`src/logic/execPkg.sv`:
```
// Execute cluster definitions
`default_nettype none

package execPkg;

    // --------------------------------------------------
    // widths and depths
    localparam int dataWidth  = 32;
    localparam int addrWidth  = 32;
    localparam int nameWidth  = 5;   // architectural register name
    localparam int opWidth    = 4;
    localparam int shamtWidth = 5;   // rv32 shift amount
    localparam int robDepth   = 8;
    localparam int tagWidth   = 3;   // a tag is a rob index
    localparam int rsDepth    = 4;
    localparam int rsIdxWidth = 2;

    // --------------------------------------------------
    // operation codes
    typedef enum logic [opWidth-1:0] {
        opAdd,
        opSub,
        opSll,
        opSlt,
        opSltu,
        opXor,
        opSrl,
        opSra,
        opOr,
        opAnd,
        opLui,      // result is operand b
        opAuipc,    // operand a + operand b
        opJal,
        opJalr
    } opCodeT;

    // jalr target has bit 0 forced low
    localparam logic [addrWidth-1:0] jalrMask   = {{(addrWidth-1){1'b1}}, 1'b0};
    localparam logic [addrWidth-1:0] linkOffset = addrWidth'(4);

    // --------------------------------------------------
    // idle bus values
    localparam logic [tagWidth-1:0]  tagFree  = '0;
    localparam logic [dataWidth-1:0] dataFree = '0;
    localparam logic [addrWidth-1:0] addrFree = '0;
    localparam logic [nameWidth-1:0] nameFree = '0;
    localparam opCodeT               opFree   = opAdd;

endpackage

`default_nettype wire

```
`src/logic/execIf.sv`:
```
// Issue and result bus interfaces
`timescale 1ns/1ps
`default_nettype none

// reservation station to alu
interface issueIf;
    import execPkg::*;

    logic                 valid;
    logic                 ready;
    opCodeT               op;
    logic [dataWidth-1:0] opA;
    logic [dataWidth-1:0] opB;
    logic [tagWidth-1:0]  tag;
    logic [nameWidth-1:0] name;
    logic [addrWidth-1:0] addr;

    modport src (output valid, op, opA, opB, tag, name, addr, input ready);
    modport dst (input valid, op, opA, opB, tag, name, addr, output ready);
endinterface

// common data bus, every listener takes every broadcast
interface resultIf;
    import execPkg::*;

    logic                 valid;
    logic [tagWidth-1:0]  tag;
    logic [dataWidth-1:0] data;
    logic                 jumpEn;
    logic [addrWidth-1:0] jumpAddr;

    modport drv (output valid, tag, data, jumpEn, jumpAddr);
    modport snoop (input valid, tag, data, jumpEn, jumpAddr);
endinterface

`default_nettype wire

```
`src/logic/aluUnit.sv`:
```
// Integer ALU stage
`timescale 1ns/1ps
`default_nettype none

module aluUnit (
    input  logic   clk,
    input  logic   rstN,
    issueIf.dst    issue,
    resultIf.drv   result
);
    import execPkg::*;

    logic                  fire;
    logic [dataWidth-1:0]  sum;
    logic [shamtWidth-1:0] shamt;
    logic [dataWidth-1:0]  dataD;
    logic                  jumpEnD;
    logic [addrWidth-1:0]  jumpAddrD;

    // the broadcast is never refused so no result is ever held back
    assign issue.ready = 1'b1;
    assign fire        = issue.valid & issue.ready;

    assign sum   = issue.opA + issue.opB;
    assign shamt = issue.opB[shamtWidth-1:0];

    // --------------------------------------------------
    // decode
    always_comb begin
        dataD     = dataFree;
        jumpEnD   = 1'b0;
        jumpAddrD = addrFree;
        case (issue.op)
            opAdd:   dataD = sum;
            opSub:   dataD = issue.opA - issue.opB;
            opSll:   dataD = issue.opA << shamt;
            opSlt:   dataD = dataWidth'($signed(issue.opA) < $signed(issue.opB));
            opSltu:  dataD = dataWidth'(issue.opA < issue.opB);
            opXor:   dataD = issue.opA ^ issue.opB;
            opSrl:   dataD = issue.opA >> shamt;
            opSra:   dataD = $signed(issue.opA) >>> shamt;
            opOr:    dataD = issue.opA | issue.opB;
            opAnd:   dataD = issue.opA & issue.opB;
            opLui:   dataD = issue.opB;
            opAuipc: dataD = sum;
            opJal: begin
                dataD     = issue.addr + linkOffset;  // link value
                jumpEnD   = 1'b1;
                jumpAddrD = sum;
            end
            opJalr: begin
                dataD     = issue.addr + linkOffset;
                jumpEnD   = 1'b1;
                jumpAddrD = sum & jalrMask;
            end
            default: ;
        endcase
    end

    // --------------------------------------------------
    // result register, idle values when nothing issued
    always_ff @(posedge clk) begin
        if (!rstN) begin
            result.valid  <= 1'b0;
            result.jumpEn <= 1'b0;
        end else begin
            result.valid  <= fire;
            result.jumpEn <= fire & jumpEnD;
        end
    end

    always_ff @(posedge clk) begin
        result.tag      <= fire ? issue.tag : tagFree;
        result.data     <= fire ? dataD : dataFree;
        result.jumpAddr <= fire ? jumpAddrD : addrFree;
    end

endmodule

`default_nettype wire

```
`src/logic/execCore.sv`:
```
// Execute cluster top
`timescale 1ns/1ps
`default_nettype none

module execCore (
    input  logic                           clk,
    input  logic                           rstN,
    // dispatch
    input  logic                           dispValid,
    output logic                           dispReady,
    input  execPkg::opCodeT                dispOp,
    input  logic [execPkg::nameWidth-1:0]  dispName,
    input  logic [execPkg::addrWidth-1:0]  dispAddr,
    input  logic [execPkg::dataWidth-1:0]  dispAValue,
    input  logic [execPkg::tagWidth-1:0]   dispATag,
    input  logic                           dispAWait,
    input  logic [execPkg::dataWidth-1:0]  dispBValue,
    input  logic [execPkg::tagWidth-1:0]   dispBTag,
    input  logic                           dispBWait,
    // commit
    output logic                           commitValid,
    input  logic                           commitReady,
    output logic [execPkg::tagWidth-1:0]   commitTag,
    output logic [execPkg::nameWidth-1:0]  commitName,
    output logic [execPkg::dataWidth-1:0]  commitData,
    output logic                           commitJumpEn,
    output logic [execPkg::addrWidth-1:0]  commitJumpAddr
);
    import execPkg::*;

    logic                 rsReady;
    logic                 rsValid;
    logic [tagWidth-1:0]  rsTag;
    logic [dataWidth-1:0] rsAValue;
    logic                 rsAWait;
    logic [dataWidth-1:0] rsBValue;
    logic                 rsBWait;

    issueIf  issueBus ();
    resultIf cdbBus ();

    // --------------------------------------------------
    reorderBuffer rob_i (
        .clk, .rstN,
        .dispValid, .dispReady, .dispName,
        .dispAValue, .dispATag, .dispAWait,
        .dispBValue, .dispBTag, .dispBWait,
        .rsReady, .rsValid, .rsTag,
        .rsAValue, .rsAWait, .rsBValue, .rsBWait,
        .cdb (cdbBus.snoop),
        .commitValid, .commitReady, .commitTag, .commitName,
        .commitData, .commitJumpEn, .commitJumpAddr
    );

    // op, name, address and source tags come straight from dispatch
    reservationStation rs_i (
        .clk, .rstN,
        .inValid  (rsValid),
        .inReady  (rsReady),
        .inOp     (dispOp),
        .inName   (dispName),
        .inAddr   (dispAddr),
        .inTag    (rsTag),
        .inAValue (rsAValue),
        .inATag   (dispATag),
        .inAWait  (rsAWait),
        .inBValue (rsBValue),
        .inBTag   (dispBTag),
        .inBWait  (rsBWait),
        .cdb      (cdbBus.snoop),
        .issue    (issueBus.src)
    );

    aluUnit alu_i (
        .clk, .rstN,
        .issue  (issueBus.dst),
        .result (cdbBus.drv)
    );

endmodule

`default_nettype wire

```
`src/logic/reorderBuffer.sv`:
```
// Reorder buffer
`timescale 1ns/1ps
`default_nettype none

module reorderBuffer (
    input  logic                           clk,
    input  logic                           rstN,
    // dispatch
    input  logic                           dispValid,
    output logic                           dispReady,
    input  logic [execPkg::nameWidth-1:0]  dispName,
    input  logic [execPkg::dataWidth-1:0]  dispAValue,
    input  logic [execPkg::tagWidth-1:0]   dispATag,
    input  logic                           dispAWait,
    input  logic [execPkg::dataWidth-1:0]  dispBValue,
    input  logic [execPkg::tagWidth-1:0]   dispBTag,
    input  logic                           dispBWait,
    // to reservation station
    input  logic                           rsReady,
    output logic                           rsValid,
    output logic [execPkg::tagWidth-1:0]   rsTag,
    output logic [execPkg::dataWidth-1:0]  rsAValue,
    output logic                           rsAWait,
    output logic [execPkg::dataWidth-1:0]  rsBValue,
    output logic                           rsBWait,
    resultIf.snoop                         cdb,
    // commit
    output logic                           commitValid,
    input  logic                           commitReady,
    output logic [execPkg::tagWidth-1:0]   commitTag,
    output logic [execPkg::nameWidth-1:0]  commitName,
    output logic [execPkg::dataWidth-1:0]  commitData,
    output logic                           commitJumpEn,
    output logic [execPkg::addrWidth-1:0]  commitJumpAddr
);
    import execPkg::*;

    logic [tagWidth-1:0]  headQ;
    logic [tagWidth-1:0]  tailQ;
    logic [tagWidth:0]    countQ;
    logic [tagWidth:0]    countD;
    logic                 spaceQ;   // room for one more entry
    logic [robDepth-1:0]  doneQ;
    logic [nameWidth-1:0] nameQ [robDepth];
    logic [dataWidth-1:0] dataQ [robDepth];
    logic [robDepth-1:0]  jumpEnQ;
    logic [addrWidth-1:0] jumpAddrQ [robDepth];
    logic                 alloc;
    logic                 retire;

    // --------------------------------------------------
    // dispatch side
    assign dispReady = spaceQ & rsReady;
    assign rsValid   = dispValid & spaceQ;
    assign alloc     = dispValid & dispReady;
    assign rsTag     = tailQ;

    // a finished producer hands its value over right away,
    // even while it is retiring on this edge
    assign rsAWait  = dispAWait & ~doneQ[dispATag];
    assign rsAValue = (dispAWait && doneQ[dispATag]) ? dataQ[dispATag] : dispAValue;
    assign rsBWait  = dispBWait & ~doneQ[dispBTag];
    assign rsBValue = (dispBWait && doneQ[dispBTag]) ? dataQ[dispBTag] : dispBValue;

    // --------------------------------------------------
    // commit side
    assign commitValid    = (countQ != '0) && doneQ[headQ];
    assign retire         = commitValid & commitReady;
    assign commitTag      = headQ;
    assign commitName     = nameQ[headQ];
    assign commitData     = dataQ[headQ];
    assign commitJumpEn   = jumpEnQ[headQ];
    assign commitJumpAddr = jumpAddrQ[headQ];

    assign countD = countQ + (tagWidth+1)'(alloc) - (tagWidth+1)'(retire);

    always_ff @(posedge clk) begin
        if (!rstN) begin
            headQ  <= '0;
            tailQ  <= '0;
            countQ <= '0;
            spaceQ <= 1'b0;
            doneQ  <= '0;
        end else begin
            countQ <= countD;
            spaceQ <= countD != (tagWidth+1)'(robDepth);
            if (alloc) begin
                tailQ        <= tailQ + 1'b1;
                doneQ[tailQ] <= 1'b0;
            end
            if (cdb.valid) doneQ[cdb.tag] <= 1'b1;
            if (retire) begin
                headQ        <= headQ + 1'b1;
                doneQ[headQ] <= 1'b0;
            end
        end
    end

    always_ff @(posedge clk) begin
        if (alloc) nameQ[tailQ] <= dispName;
        if (cdb.valid) begin
            dataQ[cdb.tag]     <= cdb.data;
            jumpEnQ[cdb.tag]   <= cdb.jumpEn;
            jumpAddrQ[cdb.tag] <= cdb.jumpAddr;
        end
    end

endmodule

`default_nettype wire

```
`src/logic/reservationStation.sv`:
```
// Reservation station
`timescale 1ns/1ps
`default_nettype none

module reservationStation (
    input  logic                           clk,
    input  logic                           rstN,
    input  logic                           inValid,
    output logic                           inReady,
    input  execPkg::opCodeT                inOp,
    input  logic [execPkg::nameWidth-1:0]  inName,
    input  logic [execPkg::addrWidth-1:0]  inAddr,
    input  logic [execPkg::tagWidth-1:0]   inTag,
    input  logic [execPkg::dataWidth-1:0]  inAValue,
    input  logic [execPkg::tagWidth-1:0]   inATag,
    input  logic                           inAWait,
    input  logic [execPkg::dataWidth-1:0]  inBValue,
    input  logic [execPkg::tagWidth-1:0]   inBTag,
    input  logic                           inBWait,
    resultIf.snoop                         cdb,
    issueIf.src                            issue
);
    import execPkg::*;

    logic [rsDepth-1:0]    validQ;
    logic [rsDepth-1:0]    aWaitQ;
    logic [rsDepth-1:0]    bWaitQ;
    logic [rsDepth-1:0]    olderQ [rsDepth];  // bit j set: entry j is older
    opCodeT                opQ [rsDepth];
    logic [nameWidth-1:0]  nameQ [rsDepth];
    logic [addrWidth-1:0]  addrQ [rsDepth];
    logic [tagWidth-1:0]   tagQ [rsDepth];
    logic [tagWidth-1:0]   aTagQ [rsDepth];
    logic [tagWidth-1:0]   bTagQ [rsDepth];
    logic [dataWidth-1:0]  aValQ [rsDepth];
    logic [dataWidth-1:0]  bValQ [rsDepth];

    logic [rsDepth-1:0]    readyVec;
    logic [rsDepth-1:0]    pickVec;
    logic [rsDepth-1:0]    capA;
    logic [rsDepth-1:0]    capB;
    logic [rsIdxWidth-1:0] pickIdx;
    logic [rsIdxWidth-1:0] freeIdx;
    logic                  write;
    logic                  fire;
    logic                  newCapA;
    logic                  newCapB;

    // --------------------------------------------------
    // oldest ready entry wins
    assign readyVec = validQ & ~aWaitQ & ~bWaitQ;

    always_comb begin
        pickVec = '0;
        pickIdx = '0;
        for (int i = 0; i < rsDepth; i++) begin
            if (readyVec[i] && !(|(olderQ[i] & readyVec))) begin
                pickVec[i] = 1'b1;
                pickIdx    = rsIdxWidth'(i);
            end
        end
    end

    always_comb begin
        freeIdx = '0;
        for (int i = rsDepth - 1; i >= 0; i--) begin
            if (!validQ[i]) freeIdx = rsIdxWidth'(i);
        end
    end

    assign inReady = ~&validQ;
    assign write   = inValid & inReady;
    assign fire    = issue.valid & issue.ready;

    // broadcast snooping, also for the entry arriving now
    always_comb begin
        for (int i = 0; i < rsDepth; i++) begin
            capA[i] = validQ[i] && aWaitQ[i] && cdb.valid && (aTagQ[i] == cdb.tag);
            capB[i] = validQ[i] && bWaitQ[i] && cdb.valid && (bTagQ[i] == cdb.tag);
        end
    end
    assign newCapA = inAWait && cdb.valid && (inATag == cdb.tag);
    assign newCapB = inBWait && cdb.valid && (inBTag == cdb.tag);

    // --------------------------------------------------
    always_ff @(posedge clk) begin
        if (!rstN) begin
            validQ <= '0;
            aWaitQ <= '0;
            bWaitQ <= '0;
            for (int i = 0; i < rsDepth; i++) olderQ[i] <= '0;
        end else begin
            aWaitQ <= aWaitQ & ~capA;
            bWaitQ <= bWaitQ & ~capB;
            if (fire) validQ[pickIdx] <= 1'b0;
            if (write) begin
                validQ[freeIdx] <= 1'b1;
                aWaitQ[freeIdx] <= inAWait & ~newCapA;
                bWaitQ[freeIdx] <= inBWait & ~newCapB;
                olderQ[freeIdx] <= validQ;  // everything present is older
                for (int i = 0; i < rsDepth; i++) olderQ[i][freeIdx] <= 1'b0;
            end
        end
    end

    always_ff @(posedge clk) begin
        for (int i = 0; i < rsDepth; i++) begin
            if (capA[i]) aValQ[i] <= cdb.data;
            if (capB[i]) bValQ[i] <= cdb.data;
        end
        if (write) begin
            opQ[freeIdx]   <= inOp;
            nameQ[freeIdx] <= inName;
            addrQ[freeIdx] <= inAddr;
            tagQ[freeIdx]  <= inTag;
            aTagQ[freeIdx] <= inATag;
            bTagQ[freeIdx] <= inBTag;
            aValQ[freeIdx] <= newCapA ? cdb.data : inAValue;
            bValQ[freeIdx] <= newCapB ? cdb.data : inBValue;
        end
    end

    // --------------------------------------------------
    // issue port
    assign issue.valid = |pickVec;

    always_comb begin
        if (issue.valid) begin
            issue.op   = opQ[pickIdx];
            issue.opA  = aValQ[pickIdx];
            issue.opB  = bValQ[pickIdx];
            issue.tag  = tagQ[pickIdx];
            issue.name = nameQ[pickIdx];
            issue.addr = addrQ[pickIdx];
        end else begin
            issue.op   = opFree;
            issue.opA  = dataFree;
            issue.opB  = dataFree;
            issue.tag  = tagFree;
            issue.name = nameFree;
            issue.addr = addrFree;
        end
    end

endmodule

`default_nettype wire

```
`config.mk`:
```
export PLATFORM = sky130hd
export DESIGN_NAME = execCore
export DESIGN_NICKNAME = d
export VERILOG_FILES = /design/src/logic/execPkg.sv /design/src/logic/execIf.sv /design/src/logic/aluUnit.sv /design/src/logic/execCore.sv /design/src/logic/reorderBuffer.sv /design/src/logic/reservationStation.sv
export SDC_FILE = /design/constraint.sdc
export NUM_CORES = 2
export LEC_CHECK = 0
export BUFFER_PORTS_ARGS = -buffer_cell sky130_fd_sc_hd__buf_2
export CAP_MARGIN = 20
export CELL_PAD_IN_SITES_DETAIL_PLACEMENT = 0
export CELL_PAD_IN_SITES_GLOBAL_PLACEMENT = 1
export CORE_UTILIZATION = 47
export CTS_CLUSTER_SIZE = 12
export DETAILED_ROUTE_END_ITERATION = 8
export GPL_ROUTABILITY_DRIVEN = 0
export MAX_ROUTING_LAYER = met4
export PLACE_DENSITY_LB_ADDON = 0.12
export SYNTH_ARGS = -nofsm -noshare
export SYNTH_HDL_FRONTEND = slang
export SYNTH_SLANG_ARGS = --single-unit
```
`constraint.sdc`:
```
create_clock -name clk -period 5.95 [get_ports clk]
set_input_delay 0.595 -clock clk [delete_from_list [all_inputs] [get_ports clk]]
set_output_delay 0.595 -clock clk [all_outputs]
set_load 0.05 [all_outputs]
```
==> metrics.txt <==
Via Count 45,000; Yosys top cell by area edfxtp_1; top post-synthesis cells by area edfxtp_1 (51%), mux4_2 (10%), a21oi_1 (4.1%); Finished Layout Cells 6,761; Fin. Hold Viols 0; clock-pin slew on the worst setup and hold paths 0.06 ns; fmax 0.172 GHz; endpoint type of the worst setup path flop; Worst-Skew Late Latency 0.78 ns; Final Max Slew Viols 0; Die W 358 um; worst-path fanout max 27; max-cap viol count 0; Tcrit/Tclk final 97.8%; final setup fails 0; Setup CP Type reg -> reg; post-route cell area 67,400 um^2; CTS H-tree lvls 3; area share of the largest cell type after synthesis 50.9%; number of CTS-inserted buffers 116; Initial Util 47.4%; max_slew headroom 16.3%; syn avg cell area 12.5 um^2; Clock Tree Buf Depth 3; All-Layer GR Usage 34.7%; placement-stage cell area 63,600 um^2; largest net degree at the start of global routing 116; crit path DAT 6.46 ns; antenna violations before repair 10; Warnings, synthesis 0; Iteration-0 DRC Markers 5,883; total die area 128,000 um^2; clk sink count 1,115; global-route wire length before repair 311,000 um; area grow syn2layout 12.9%; Leak 24.3 nW; CTS tree built; worst hold path type in -> reg; Hold Path Depth 1; flops & latches, synth 1,115; Cell Pwr Density 310 nW/um^2; ys async rst share 0%; Routed Wire Length 218,000 um; Yosys cell types 120; clock root buffer clkbuf_16; number of nets still failing antenna checks after routing 0; minimum clock period 5.82 ns; average wire per standard cell 32.2 um; share of cells above drive strength 1 22.0%; slew of the pin with the lowest slew margin 1.26 ns; FP Rows 130; mapped cell area 59,700 um^2; Clock Skew 0.0499 ns; startpoint types flop; I/O Buffers 191; # IOs 192; Final Core Density 53.5%; Avg Vias per Cell 6.65; total congestion overflow 0; R2R depth 20; ys flop type edfxtp_1; CP required 6.59 ns; most numerous cell in the Yosys netlist edfxtp_1; Initial DRT Pass Iterations 8; number of global-route vias before repair 43,900; fin nets 5,229; Synth Instances 4,791; top cells by count, synth edfxtp_1 (1,012), a21oi_1 (490), nor2_1 (405), mux4_2 (274), nand2_1 (255); DPL Wire Length 153,000 um; setup_tns 0 ns; Core Region 126,000 um^2; DRC violations left 0; Worst VDD drop 0.279 mV; run status finished clean; Fillers 10,800; Post-synth EDFFs 1,012; RSZ-0062 raised after global routing false; Die H 358 um; sequential area share after synthesis 54.3%; dpl cells 6,530
[registers in the layout, summed over array words and instances, names as in the netlist, 12 cells and up, named ones only]
register and count:
rob_i.dataQ 256, rob_i.jumpAddrQ 256, rs_i.aValQ 128, rs_i.addrQ 128
rs_i.bValQ 128, rob_i.nameQ 40, alu_i.result.data 32, alu_i.result.jumpAddr 32
rs_i.olderQ 16, rs_i.opQ 16, rs_i.aTagQ 12, rs_i.bTagQ 12
rs_i.tagQ 12
[per-stage QoR]
stage	power (mW)	setup slack (ns)	hold slack, ns
4_1_cts	20.8	0.0991	0.00899
2_1_floorplan	12.0	0.219	0.464
6_report	20.9	0.128	0.0362
3_5_place_dp	13.7	0.000279	0.507
5_1_grt	21.5	0.00875	0.0116
3_3_place_gp	13.7	0.180	0.499
[worst paths after layout]
path | endpoint | slack (ns) | startpoint
setup reg to reg | alu_i.result.data[31] | 0.13 | rs_i.validQ[2]
setup / recovery | alu_i.result.data[31] | 0.13 | rs_i.validQ[2]
hold / removal | rs_i.addrQ[1][18] | 0.04 | dispAddr[18]
hold reg to reg | alu_i.result.tag[2] | 0.51 | rs_i.tagQ[1][2]
[worst max-delay path, stage by stage, from the launching register on]
cell	delay (ns)
dfxtp_1	0.40
or4b_4	0.51
a2111oi_4	0.26
buf_12	0.25
nor2_2	0.06
buf_4	0.27
a22oi_1	0.20
nor2_1	0.06
a221oi_1	0.56
or2_2	0.27
ha_1	0.24
buf_4	0.18
nand4b_1	0.24
o311a_1	0.38
nand2_1	0.26
o21bai_2	0.21
o311ai_1	0.49
a211o_1	0.20
a21oi_1	0.09
a2111oi_2	0.41
o22ai_2	0.13
[routing by layer]
metal  up-vias  GRT usage [%]  wire length [um]
li1      19200              -                 -
met5         -              -                 0
met4         0           16.3             12700
met2      2490           54.1            102000
met3       630           7.24             19600
met1     22700           43.3             83700
[cell usage in the layout (no fill, tap or decap), types with 34 or more instances in the layout]
cell | netlist | final
edfxtp_1 | 1012 | 1012
a21oi_1 | 490 | 490
nor2_1 | 405 | 399
mux4_2 | 274 | 274
nand2_1 | 255 | 253
buf_4 | 12 | 249
o21ai_0 | 202 | 195
buf_2 | 77 | 188
mux2i_1 | 185 | 185
inv_1 | 135 | 133
clkbuf_16 | 0 | 118
nor3_1 | 113 | 109
ha_1 | 104 | 104
nand3_1 | 101 | 100
dfxtp_1 | 103 | 100
mux2_2 | 79 | 79
xnor2_1 | 77 | 77
a211oi_1 | 74 | 73
a221oi_1 | 54 | 53
a22oi_1 | 50 | 50
a31oi_1 | 45 | 45
and2_1 | 44 | 44
clkbuf_1 | 206 | 41
o22ai_1 | 37 | 37
o211ai_1 | 34 | 34
[repair_timing]
action,4_1_cts,5_1_grt
buffers inserted,0,6
resized for setup,1,8
endpoints found under the setup margin,1,12
hold buffers,0,0
pin swaps,0,1
[cells by family after synthesis]
family / count (synthesis) / synth area share [%]
AOI/OAI and AO/OA: 1314 / 14.5
buffers and inverters: 504 / 3.53
other: 1 / 0.00628
and+or+nand+nor: 1117 / 9.00
DFF: 1115 / 54.3
muxes: 538 / 14.9
adders and majority gates: 107 / 2.28
xor gates and xnor gates: 95 / 1.39
[final cells by class]
type	instances	area [um^2]	share of cell area (%)
Sequential cell	1115	32500	48.2
Multi-Input combinational cell	3175	25400	37.7
Clock buffer	172	3290	4.87
Timing Repair Buffer	457	3200	4.74
Tap cell	1650	2060	3.06
Inverter	140	546	0.809
Clock inverter	41	402	0.596
Antenna cell	11	27.5	0.0408
[power by group]
group / internal, mW / switching [mW] / total (mW) / leakage, nW
Sequential: 8.89 / 0.189 / 9.08 / 10.7
Clock: 3.95 / 3.17 / 7.12 / 1.77
Combinational: 1.57 / 3.13 / 4.70 / 11.8
Power figures use the tool's default switching activity.
